## src/verilog/sparce_pkg.sv

```systemverilog
/*
 * Shared definitions for the zero-skipping fetch front end.
 * Holds the table geometry, register map, vector types and the structs
 * passed between the table, tracker, decider and config port.
 */
package sparce_pkg;

  // table geometry, 4 sets of 4 ways
  localparam int SASA_WAYS = 4;
  localparam int SASA_SETS = 4;

  // architectural register file size
  localparam int NUM_REGS = 32;

  // memory-mapped write addresses on the config port
  localparam logic [31:0] SASA_TABLE_ADDR = 32'h0000_1000;
  // bit 0 of the written data is the skip enable
  localparam logic [31:0] SASA_CTRL_ADDR  = 32'h0000_1004;

  typedef logic [31:0] addr_t;
  typedef logic [31:0] word_t;
  typedef logic [4:0]  reg_idx_t;
  typedef logic [4:0]  skip_cnt_t;

  // set index is pc[3:2], tag is pc[17:4]
  typedef logic [1:0]  set_idx_t;
  typedef logic [13:0] sasa_tag_t;

  // 0 = most recently used, 3 = next victim
  typedef logic [1:0]  lru_age_t;
  typedef logic [$clog2(SASA_WAYS)-1:0] way_idx_t;

  typedef enum logic {
    SASA_COND_OR  = 1'b0,  // skip if either source is zero
    SASA_COND_AND = 1'b1   // skip only if both are zero
  } sasa_cond_t;

  typedef enum logic [1:0] {
    CFG_IDLE,
    CFG_WRITE,
    CFG_ACK
  } cfg_state_t;

  // one skip record, laid out exactly like the 32-bit config write word
  typedef struct packed {
    logic [15:0] preceding_word;  // pc[17:2] of the instruction before the block
    reg_idx_t    rs1;
    reg_idx_t    rs2;
    sasa_cond_t  cond;
    skip_cnt_t   skip_cnt;
  } sasa_rec_t;

  typedef struct packed {
    logic       hit;
    reg_idx_t   rs1;
    reg_idx_t   rs2;
    sasa_cond_t cond;
    skip_cnt_t  skip_cnt;
  } sasa_hit_t;

  typedef struct packed {
    logic     en;
    reg_idx_t rd;
    word_t    data;
  } wb_t;

  typedef struct packed {
    logic      valid;
    skip_cnt_t skip_cnt;
    addr_t     target_pc;
  } skip_t;

endpackage

```

## src/verilog/sasa_cfg_port.sv

```systemverilog
/*
 * Config slave on a four-phase req/ack handshake.
 * Writes to the table address load a skip record, writes to the control
 * address set the enable bit, anything else is acked and ignored.
 */
module sasa_cfg_port (
  input  logic                  CLK,
  input  logic                  nRST,
  input  logic                  cfg_req,
  input  sparce_pkg::addr_t     cfg_addr,
  input  sparce_pkg::word_t     cfg_data,
  output logic                  cfg_ack,
  output logic                  tbl_wen,
  output sparce_pkg::sasa_rec_t tbl_rec,
  output logic                  enable
);
  import sparce_pkg::*;

  cfg_state_t state;
  cfg_state_t next_state;

  // request captured when accepted
  addr_t addr_q;
  word_t data_q;

  // address decode of the captured request
  logic ctrl_sel;

  always_comb begin
    next_state = state;
    case (state)
      CFG_IDLE:  if (cfg_req) next_state = CFG_WRITE;
      CFG_WRITE: next_state = CFG_ACK;
      // hold ack until the master lets go of req
      CFG_ACK:   if (!cfg_req) next_state = CFG_IDLE;
      default:   next_state = CFG_IDLE;
    endcase
  end

  always_ff @(posedge CLK or negedge nRST) begin
    if (!nRST) begin
      state  <= CFG_IDLE;
      enable <= 1'b0;
    end else begin
      state <= next_state;
      if (ctrl_sel) begin
        enable <= data_q[0];
      end
    end
  end

  // latch address and data on acceptance
  always_ff @(posedge CLK) begin
    if ((state == CFG_IDLE) && cfg_req) begin
      addr_q <= cfg_addr;
      data_q <= cfg_data;
    end
  end

  // single write cycle, decoded from the latched address
  assign tbl_wen  = (state == CFG_WRITE) && (addr_q == SASA_TABLE_ADDR);
  assign ctrl_sel = (state == CFG_WRITE) && (addr_q == SASA_CTRL_ADDR);
  // write word has the record layout
  assign tbl_rec  = sasa_rec_t'(data_q);

  assign cfg_ack  = (state == CFG_ACK);

endmodule

```

## src/verilog/sasa_table.sv

```systemverilog
/*
 * Four-way set-associative table of skip records.
 * Combinational lookup by fetch pc, true-LRU ages updated on hits,
 * and fill of the oldest way on each write from the config port.
 */
module sasa_table (
  input  logic                  CLK,
  input  logic                  nRST,
  input  sparce_pkg::addr_t     fetch_pc,
  input  logic                  wen,
  input  sparce_pkg::sasa_rec_t wrec,
  output sparce_pkg::sasa_hit_t lookup
);
  import sparce_pkg::*;

  // control state per way
  logic      valid_q [SASA_SETS][SASA_WAYS];
  lru_age_t  age_q   [SASA_SETS][SASA_WAYS];
  // record payload per way, tag lives in preceding_word[15:2]
  sasa_rec_t rec_q   [SASA_SETS][SASA_WAYS];

  // lookup side
  set_idx_t  pc_set;
  sasa_tag_t pc_tag;
  way_idx_t  hit_way;

  // write side
  set_idx_t  wr_set;
  way_idx_t  wr_way;

  // drop the byte offset, then split word address into set and tag
  assign pc_set = fetch_pc[3:2];
  assign pc_tag = fetch_pc[17:4];

  // the record carries its own word address
  assign wr_set = wrec.preceding_word[1:0];

  // tag compare across the ways of the selected set
  always_comb begin
    lookup  = '0;
    hit_way = '0;
    // ascending scan, so with duplicate tags the highest way wins
    for (int w = 0; w < SASA_WAYS; w++) begin
      if (valid_q[pc_set][w] &&
          (sasa_tag_t'(rec_q[pc_set][w].preceding_word[15:2]) == pc_tag)) begin
        hit_way         = way_idx_t'(w);
        lookup.hit      = 1'b1;
        lookup.rs1      = rec_q[pc_set][w].rs1;
        lookup.rs2      = rec_q[pc_set][w].rs2;
        lookup.cond     = rec_q[pc_set][w].cond;
        lookup.skip_cnt = rec_q[pc_set][w].skip_cnt;
      end
    end
  end

  // victim is the way of age 3 in the write set
  // ages within a set are always a permutation of 0..3, so exactly one matches
  always_comb begin
    wr_way = '0;
    for (int w = 0; w < SASA_WAYS; w++) begin
      if (age_q[wr_set][w] == '1) begin
        wr_way = way_idx_t'(w);
      end
    end
  end

  // valid bits and LRU ages
  always_ff @(posedge CLK or negedge nRST) begin
    if (!nRST) begin
      for (int s = 0; s < SASA_SETS; s++) begin
        for (int w = 0; w < SASA_WAYS; w++) begin
          valid_q[s][w] <= 1'b0;
          // way 0 starts oldest, way 3 youngest
          age_q[s][w]   <= lru_age_t'(SASA_WAYS - 1 - w);
        end
      end
    end else if (wen) begin
      // write has priority, any hit update this cycle is lost
      valid_q[wr_set][wr_way] <= 1'b1;
      for (int w = 0; w < SASA_WAYS; w++) begin
        // victim wraps 3 -> 0, everyone else ages by one
        age_q[wr_set][w] <= age_q[wr_set][w] + lru_age_t'(1);
      end
    end else if (lookup.hit) begin
      for (int w = 0; w < SASA_WAYS; w++) begin
        if (way_idx_t'(w) == hit_way) begin
          age_q[pc_set][w] <= '0;
        end else if (age_q[pc_set][w] < age_q[pc_set][hit_way]) begin
          // only ways more recent than the hit way move back
          age_q[pc_set][w] <= age_q[pc_set][w] + lru_age_t'(1);
        end
      end
    end
  end

  // record storage, written into the victim way
  always_ff @(posedge CLK) begin
    if (wen) begin
      rec_q[wr_set][wr_way] <= wrec;
    end
  end

endmodule

```

## src/verilog/skip_decider.sv

```systemverilog
/*
 * Turns a table hit plus the register zero flags into a skip decision.
 * Purely combinational; produces the skip count and redirected fetch pc.
 */
module skip_decider (
  input  sparce_pkg::addr_t               fetch_pc,
  input  sparce_pkg::sasa_hit_t           lookup,
  input  logic [sparce_pkg::NUM_REGS-1:0] zero_flags,
  input  logic                            enable,
  output sparce_pkg::skip_t               skip
);
  import sparce_pkg::*;

  // zero state of the two named source registers
  logic rs1_zero;
  logic rs2_zero;

  // record condition evaluated against the flags
  logic cond_met;

  // block length including the preceding instruction
  addr_t skip_insts;
  // byte distance from fetch_pc to the first instruction after the block
  addr_t jump_bytes;

  assign rs1_zero = zero_flags[lookup.rs1];
  assign rs2_zero = zero_flags[lookup.rs2];

  always_comb begin
    case (lookup.cond)
      SASA_COND_AND: cond_met = rs1_zero && rs2_zero;
      default:       cond_met = rs1_zero || rs2_zero;
    endcase
  end

  // skip_cnt instructions plus the one at fetch_pc, 4 bytes each
  assign skip_insts = addr_t'(lookup.skip_cnt) + addr_t'(1);
  assign jump_bytes = skip_insts << 2;

  always_comb begin
    skip = '0;
    // nothing goes out unless the record hit and software enabled skipping
    if (enable && lookup.hit && cond_met) begin
      skip.valid     = 1'b1;
      skip.skip_cnt  = lookup.skip_cnt;
      skip.target_pc = fetch_pc + jump_bytes;
    end
  end

endmodule

```

## src/verilog/sparce_top.sv

```systemverilog
/*
 * Top of the zero-skipping front end.
 * Connects the config port, skip table, zero tracker and skip decider
 * to the core's fetch and writeback ports and to the config bus.
 */
module sparce_top (
  input  logic              CLK,
  input  logic              nRST,
  input  sparce_pkg::addr_t fetch_pc,
  input  sparce_pkg::wb_t   wb,
  input  logic              cfg_req,
  input  sparce_pkg::addr_t cfg_addr,
  input  sparce_pkg::word_t cfg_data,
  output logic              cfg_ack,
  output sparce_pkg::skip_t skip
);
  import sparce_pkg::*;

  // config port to table
  logic      tbl_wen;
  sasa_rec_t tbl_rec;
  // config port to decider
  logic      enable;

  // table lookup result for the current fetch pc
  sasa_hit_t lookup;

  // one bit per register, set while it holds zero
  logic [NUM_REGS-1:0] zero_flags;

  sasa_cfg_port i_cfg_port (
    .CLK      (CLK),
    .nRST     (nRST),
    .cfg_req  (cfg_req),
    .cfg_addr (cfg_addr),
    .cfg_data (cfg_data),
    .cfg_ack  (cfg_ack),
    .tbl_wen  (tbl_wen),
    .tbl_rec  (tbl_rec),
    .enable   (enable)
  );

  sasa_table i_table (
    .CLK      (CLK),
    .nRST     (nRST),
    .fetch_pc (fetch_pc),
    .wen      (tbl_wen),
    .wrec     (tbl_rec),
    .lookup   (lookup)
  );

  zero_reg_tracker i_tracker (
    .CLK        (CLK),
    .nRST       (nRST),
    .wb         (wb),
    .zero_flags (zero_flags)
  );

  skip_decider i_decider (
    .fetch_pc   (fetch_pc),
    .lookup     (lookup),
    .zero_flags (zero_flags),
    .enable     (enable),
    .skip       (skip)
  );

endmodule

```

## src/verilog/zero_reg_tracker.sv

```systemverilog
/*
 * Tracks which architectural registers currently hold zero.
 * Flags follow the writeback port one edge later; x0 is always zero.
 */
module zero_reg_tracker (
  input  logic                              CLK,
  input  logic                              nRST,
  input  sparce_pkg::wb_t                   wb,
  output logic [sparce_pkg::NUM_REGS-1:0]   zero_flags
);
  import sparce_pkg::*;

  // flags for x1..x31, x0 needs no storage
  logic [NUM_REGS-1:1] flags_q;
  logic [NUM_REGS-1:1] flags_d;

  // value being written back is zero
  logic wb_is_zero;

  // writeback targets a real register
  logic wb_live;

  assign wb_is_zero = (wb.data == '0);
  assign wb_live    = wb.en && (wb.rd != '0);

  // next flag values
  always_comb begin
    flags_d = flags_q;
    for (int r = 1; r < NUM_REGS; r++) begin
      // only the destination register changes
      if (wb_live && (wb.rd == reg_idx_t'(r))) begin
        flags_d[r] = wb_is_zero;
      end
    end
  end

  // registers come out of reset holding zero
  always_ff @(posedge CLK or negedge nRST) begin
    if (!nRST) begin
      flags_q <= '1;
    end else begin
      flags_q <= flags_d;
    end
  end

  // x0 hardwired zero at bit 0
  assign zero_flags = {flags_q, 1'b1};

endmodule
```

## config.mk

```make
export PLATFORM = sky130hd
export DESIGN_NAME = sparce_top
export DESIGN_NICKNAME = d
export VERILOG_FILES = /design/src/verilog/sparce_pkg.sv /design/src/verilog/sasa_cfg_port.sv /design/src/verilog/sasa_table.sv /design/src/verilog/skip_decider.sv /design/src/verilog/sparce_top.sv /design/src/verilog/zero_reg_tracker.sv
export SDC_FILE = /design/constraint.sdc
export NUM_CORES = 1
export LEC_CHECK = 0
export BUFFER_PORTS_ARGS = -buffer_cell sky130_fd_sc_hd__buf_4
export CAP_MARGIN = 40
export CORE_ASPECT_RATIO = 0.9
export CORE_MARGIN = 2
export CORE_UTILIZATION = 50
export DETAILED_ROUTE_END_ITERATION = 10
export PLACE_DENSITY_LB_ADDON = 0.2
export SKIP_LAST_GASP = 1
export SLEW_MARGIN = 30
export SYNTH_ARGS = -nofsm -noshare
export SYNTH_HDL_FRONTEND = slang
export SYNTH_SLANG_ARGS = --single-unit
```

## constraint.sdc

```tcl
create_clock -name CLK -period 7.4 [get_ports CLK]
set_input_delay 0.37 -clock CLK [delete_from_list [all_inputs] [get_ports CLK]]
set_output_delay 0.37 -clock CLK [all_outputs]
set_load 0.005 [all_outputs]
```

After elaboration in Yosys (flattened, before gate mapping)
Memory sizes are Yosys's and may differ from the RTL's.
Cells that the tools add are included.
Widths: inputs -> output; s select.
{"block": "classes", "n_addsub": 10, "order_cmp": 13, "n_eq_ne": 47, "n_mux": 79, "bitwise_logic": 13, "reduce_logical": 52}
{"cell": "$mux 32", "count": 17}
{"cell": "$bwmux 32", "count": 8}
{"cell": "$and 32x32->32", "count": 4}
{"cell": "$demux 8 s2", "count": 8}
{"cell": "$mux 128", "count": 1}
{"cell": "$not 32->32", "count": 4}
{"cell": "$eq 5x5->1 const B", "count": 16}
{"cell": "$mux 17", "count": 4}
{"cell": "$demux 32 s2", "count": 1}
{"cell": "$eq 32x13->1 const B", "count": 2}
{"cell": "$eq 14x14->1", "count": 4}
{"cell": "$mux 8", "count": 6}
{"cell": "$logic_and 1x1->1", "count": 45}
{"cell": "$eq 5x4->1 const B", "count": 8}
{"cell": "$mux 38", "count": 1}
{"cell": "$add 32x32->32", "count": 1}
{"cell": "$bmux 8 s2", "count": 2}
{"cell": "$logic_not 32->1", "count": 1}
{"cell": "$eq 5x3->1 const B", "count": 4}
{"cell": "$mux 2", "count": 10}
{"cell": "$mux 4", "count": 5}
{"cell": "$add 2x1->2 const B", "count": 8}
{"cell": "$or 16x16->16", "count": 1}
{"cell": "$ge 3x3->1 const B", "count": 4}
{"cell": "25 further kinds", "count": 49}
{"block": "word_totals", "ff_bits": 146, "ramBits": 512, "input_bits": 137, "out_inout_bits": 39, "wordCells": 282, "mem_count": 1}
{"name": "i_table.rec_q", "words": 4, "width": 128, "read_ports": 1, "rd_clocked_by_memory_dff": 0, "wr": 1, "line": "sasa_table.sv:20", "text": "sasa_rec_t rec_q [SASA_SETS][SASA_WAYS];"}

Longest topological paths before layout
{"block": "logic_depth", "word_depth": 32, "ltp_mapped": 30}

Modules after synthesis
A second synthesis with hierarchy kept.
{"block": "unflattened", "cells_unflattened": 1786, "hier_area_um2": 27879.2}
{"mod": "sasa_table", "n_inst": 1, "cells_per_inst": 1328, "area_each_um2": 22506.6}
{"mod": "sasa_cfg_port", "n_inst": 1, "cells_per_inst": 86, "area_each_um2": 2149.6}
{"mod": "skip_decider", "n_inst": 1, "cells_per_inst": 236, "area_each_um2": 1715.4}
{"mod": "zero_reg_tracker", "n_inst": 1, "cells_per_inst": 136, "area_each_um2": 1507.7}

Least setup slack after synthesis
Ideal clock, no wire load.
{"block": "synth_timing", "path_type": "input -> output", "start": "input fetch_pc[2]", "end": "output skip[30] in the netlist's numbering", "arrival_ns": 6.213, "required_ns": 7.030, "slack_ns": 0.817, "stages": 28, "path_buffers": 12, "path_cell_list": "buf_6 > buf_6 > buf_6 > buf_6 > buf_2 > buf_2 > buf_4 > buf_4 > buf_4 > buf_2 > buf_2 > buf_2 > mux4_2 > a21oi_1 > inv_1 > ha_1 > xor2_1 > ha_1 > nand3_1 > nand2_1 > a21o_1 > a21o_1 > nand2b_1 > nor3_1 > and3_1 > nand4_1 > xor2_1 > nor4b_2"}
{"item": "start, declared", "line": "sparce_top.sv:9", "text": "input sparce_pkg::addr_t fetch_pc,"}
{"item": "end, declared", "line": "sparce_top.sv:15", "text": "output sparce_pkg::skip_t skip"}

==> flow_summary.yaml <==
critical_path:
  reg2reg_setup_slack_ns: 2.41
  critical_path.top_delay_family: "simple AND/OR/NAND/NOR gates"
  path_class: "input port to output pin"
  crit_path_frequent_cell: "sky130_fd_sc_hd__buf_4"
  cp_slowest_stage_delay_ns: 0.54
  crit_start: "fetch_pc[3]"
  worst_path_max_delay_cell: "sky130_fd_sc_hd__a21oi_1"
  crit_path_cell_trace: "buf_6 -> buf_4 -> mux4_2 -> xnor2_1 -> nand4_1 -> nor3_2 -> nand2_1 -> buf_4 -> mux2i_1 -> nor2_1 -> a21oi_1 -> xor2_1 -> ha_1 -> a21o_1 -> a21o_1 -> nand2b_1 -> nor3_1 -> buf_4 -> and3_1 -> nand4_1 -> xor2_1 -> nor4b_2 -> buf_4"
  timing.rr.end: "i_table.age_q[27]"
  worst-r2r-cell-count: 15
  worstSetupEndpointType: "output pin"
  worst-path-max-fanout: 60
  data_arrival_time_of_the_critical_path_ns: 6.41
  critical_path.n_buffers_inverters: 5
  worst_r2r_startpoint: "i_table.rec_q[3][25]"
  cp_data_required_time_ns: 7.03
  critical_path.startpoint_type: "input port"
finish:
  syn2layout_area_growth_pct: 19.1
  antenna-diode-count: 0
  final_nets: 2297
  num-fill-cells: 4197
  drive_above_1_share_pct: 28.9
pwr:
  cellInternalPower_mw: 6.20
  fin_total_pwr_mw: 8.00
  net-switching-power_mw: 1.80
  power.ir.vdd_worst_uv: 209
  power.sequential.fraction_pct: 52.8
  power_density_nw_per_um2: 238
  power.leakage_nw: 11.7
  power.switching_fraction_pct: 22.5
  power.share.clock_pct: 41.4
  part_of_the_power_in_combinational_logic_pct: 5.9
sta:
  fin_worst_skew_ns: 0.0207
  rsz0062_at_grt: "false"
  final-hold-violation-count: 0
  worst-slew-pin-transition_ns: 0.898
  timing.hold.ws_ns: 0.118
  layout_worst_path_cycle_share_pct: 91.6
  finalMaxSlewViolations: 0
  max-slew-margin-rel_pct: 39.9
  setup-violations-final: 0
  clock.fmax_ghz: 0.148
  final.min_clock_period_ns: 6.78
  setup-tns-final_ns: 0
drt:
  routed-via-count: 17900
  drt_first_pass_iters: 6
  detailedRoute.firstIterationViolations: 1763
  final_antenna_net_count: 0
  post_drt_via_cell_ratio: 6.08
  detail_route.wl_per_cell_um: 26.3
  postRouteWirelength_um: 77700
  remaining_drc_errors: 0
global_routing:
  grt_first_pass_wirelength_um: 115000
  grt.overflow.total: 0
  grt_pass1_vias: 18000
  grt_util_all_layers_pct: 27.1
  grt_start_max_net_pins: 61
  initial_antenna_violation_count: 2
min_path:
  min_to: "i_tracker.flags_q[15]"
  min_path_type: "input port to register"
  hold_path_depth: 3
  worst_hold_startpoint: "wb[32]"
floorplan:
  die_area_sq_um: 58400
  ioPinCount: 176
  die_height_um: 229
  initial_core_util_pct: 50.7
  coreArea_sq_um: 55700
  placement_rows: 82
  die_width_um: 254
logic_synthesis:
  ys_seq_elements: 626
  netlist_instances: 1851
  synth_top_area_cell: "sky130_fd_sc_hd__edfxtp_1"
  synth-edff-count: 544
  synth_top_cells_by_area: "sky130_fd_sc_hd__edfxtp_1, sky130_fd_sc_hd__mux4_2, sky130_fd_sc_hd__dfstp_2, sky130_fd_sc_hd__dfrtp_1, sky130_fd_sc_hd__mux2i_1"
  synthArstFlopShare_pct: 13.1
  netlist.area_leader.share_pct: 57.9
  syn_nets: 2005
  ys_types: 78
  synth_seq_area_share_pct: 65.3
  post_synth_instance_area_sq_um: 28200
  synthMostInstantiatedCell: "sky130_fd_sc_hd__edfxtp_1"
  yosys_most_used_dff: "sky130_fd_sc_hd__edfxtp_1"
  yosys_warnings: 0
  synth_area_per_cell_sq_um: 15.3
  post_synth_most_frequent_cells: "sky130_fd_sc_hd__edfxtp_1, sky130_fd_sc_hd__nand2_1, sky130_fd_sc_hd__mux4_2, sky130_fd_sc_hd__nor2_1, sky130_fd_sc_hd__mux2i_1"
cts:
  clock_sink_count: 626
  cts.root.buffer_cell: "sky130_fd_sc_hd__clkbuf_16"
  clock_tree_from_tritoncts: "done"
  buffers_from_clock_root_to_sink_at_most: 3
  tritoncts.num_buffers: 67
  clk_latency_ns: 0.62
  path_clk_slew_ns: 0.06
  cts_max_level: 3
place:
  place.port_buffers: 175
  dp.final_hpwl_um: 49900
  place.gp.congestion: 0.929
outcome:
  status: "complete, no violations"
run:
  drv.max_cap_violation_count: 0
==> registers in the layout, indices dropped and copies added, names as in the netlist <==
| signal | cells |
|---|---|
| i_table.rec_q | 480 |
| i_cfg_port.addr_q | 32 |
| i_cfg_port.tbl_rec | 32 |
| i_table.age_q | 32 |
| i_tracker.flags_q | 31 |
| i_table.valid_q | 16 |
| i_cfg_port.state | 2 |
| i_cfg_port.enable | 1 |
==> cells by family after synthesis <==
family	count (synthesis)	synth area share [%]
flops	626	65.3
simple gates	501	9.25
compound gates	271	6.64
mux	221	13.1
buf+inv	122	2.03
xor+xnor	92	2.85
fa+ha+maj	18	0.820
==> worst max path at each step <==
stage / cells after the start / slack, ns / endpoint
final: 23 / 0.62 / skip[30]
after global routing: 27 / 0.20 / skip[30]
after CTS: 23 / 0.44 / skip[30]
after detailed placement: 23 / 0.45 / skip[30]
after global placement: 23 / 0.63 / skip[30]
after floorplan: 28 / 0.82 / skip[30]
==> layer usage <==
| layer | share of wire [%] | vias up | global-route usage [%] | wire length (um) |
|---|---|---|---|---|
| li1 | - | 7854 | - | - |
| met1 | 43 | 9251 | 38.8 | 33100 |
| met2 | 48 | 707 | 43.2 | 37600 |
| met3 | 6.6 | 125 | 4.27 | 5140 |
| met4 | 2.4 | 0 | 7.59 | 1830 |
| met5 | 0 | - | 0 | 0 |
==> final cells by class <==
cell class | instances | area, sq um | area share [%]
clock buffers | 89 | 1840 | 5.47
multi-input cells | 1103 | 9350 | 27.8
flip-flops and latches | 626 | 18400 | 54.9
well taps | 756 | 946 | 2.81
inverters | 29 | 109 | 0.324
clock inverters | 33 | 328 | 0.975
repair buffers | 316 | 2610 | 7.75
==> worst reg2reg max path: cells and delay by family (launching register included) <==
kind	cells	cell delay (ns)
muxes	2	0.90
buffers and inverters	1	0.27
DFF	1	0.36
xor gates and xnor gates	1	0.44
AOI/OAI and AO/OA	4	0.58
adders and majority gates	1	0.30
and+or+nand+nor	6	2.02
==> power by group through the flow <==
stage | combinational, mW | sequential [mW] | clock [mW]
3_3_place_gp | 0.424 | 4.28 | 0
6_report | 0.468 | 4.22 | 3.31
4_1_cts | 0.467 | 4.22 | 3.36
2_1_floorplan | 0.259 | 4.22 | 0
3_5_place_dp | 0.438 | 4.29 | 0
5_1_grt | 0.504 | 4.24 | 3.50
==> through the flow <==
stage | std cells | worst slack (ns) | cell area, sq um | utilization [%]
floorplan | 1851 | 0.817 | 28200 | -
global placement | 2760 | 0.633 | 30700 | 55.1
detailed placement | 2763 | 0.447 | 30800 | 55.2
CTS | 2951 | 0.441 | 33600 | 60.3
global route | 2952 | 0.199 | 33600 | 60.4
finish | 2952 | 0.625 | 33600 | 60.4
==> layout by cell type (no fill, tap or decap), drive strengths merged, types with 16 or more instances in the layout <==
| cell type | Yosys | layout |
|---|---|---|
| nor3 | 61 | 61 |
| clkinv | 1 | 22 |
| dfrtp | 35 | 35 |
| nor4 | 22 | 22 |
| xnor2 | 57 | 57 |
| o21ai | 68 | 68 |
| mux2 | 38 | 38 |
| ha | 16 | 16 |
| a21oi | 48 | 48 |
| nand4 | 21 | 21 |
| inv | 28 | 32 |
| nor2b | 16 | 16 |
| buf | 52 | 249 |
| mux4 | 114 | 114 |
| or2 | 24 | 24 |
| clkbuf | 41 | 90 |
| a211oi | 21 | 21 |
| mux2i | 69 | 69 |
| nand3 | 51 | 51 |
| dfstp | 47 | 47 |
| xor2 | 35 | 35 |
| nand2 | 126 | 126 |
| edfxtp | 544 | 544 |
| nor2 | 102 | 102 |
| dlygate4sd3 | 0 | 66 |
==> repair_timing <==
item,in CTS,in global routing
endpoints found under the setup margin,0,1
hold endpoints to repair,84,0
gates resized for setup,0,2
setup buffers,0,0
hold buffers,66,0
No activity file was read; power rests on OpenSTA's default activity.
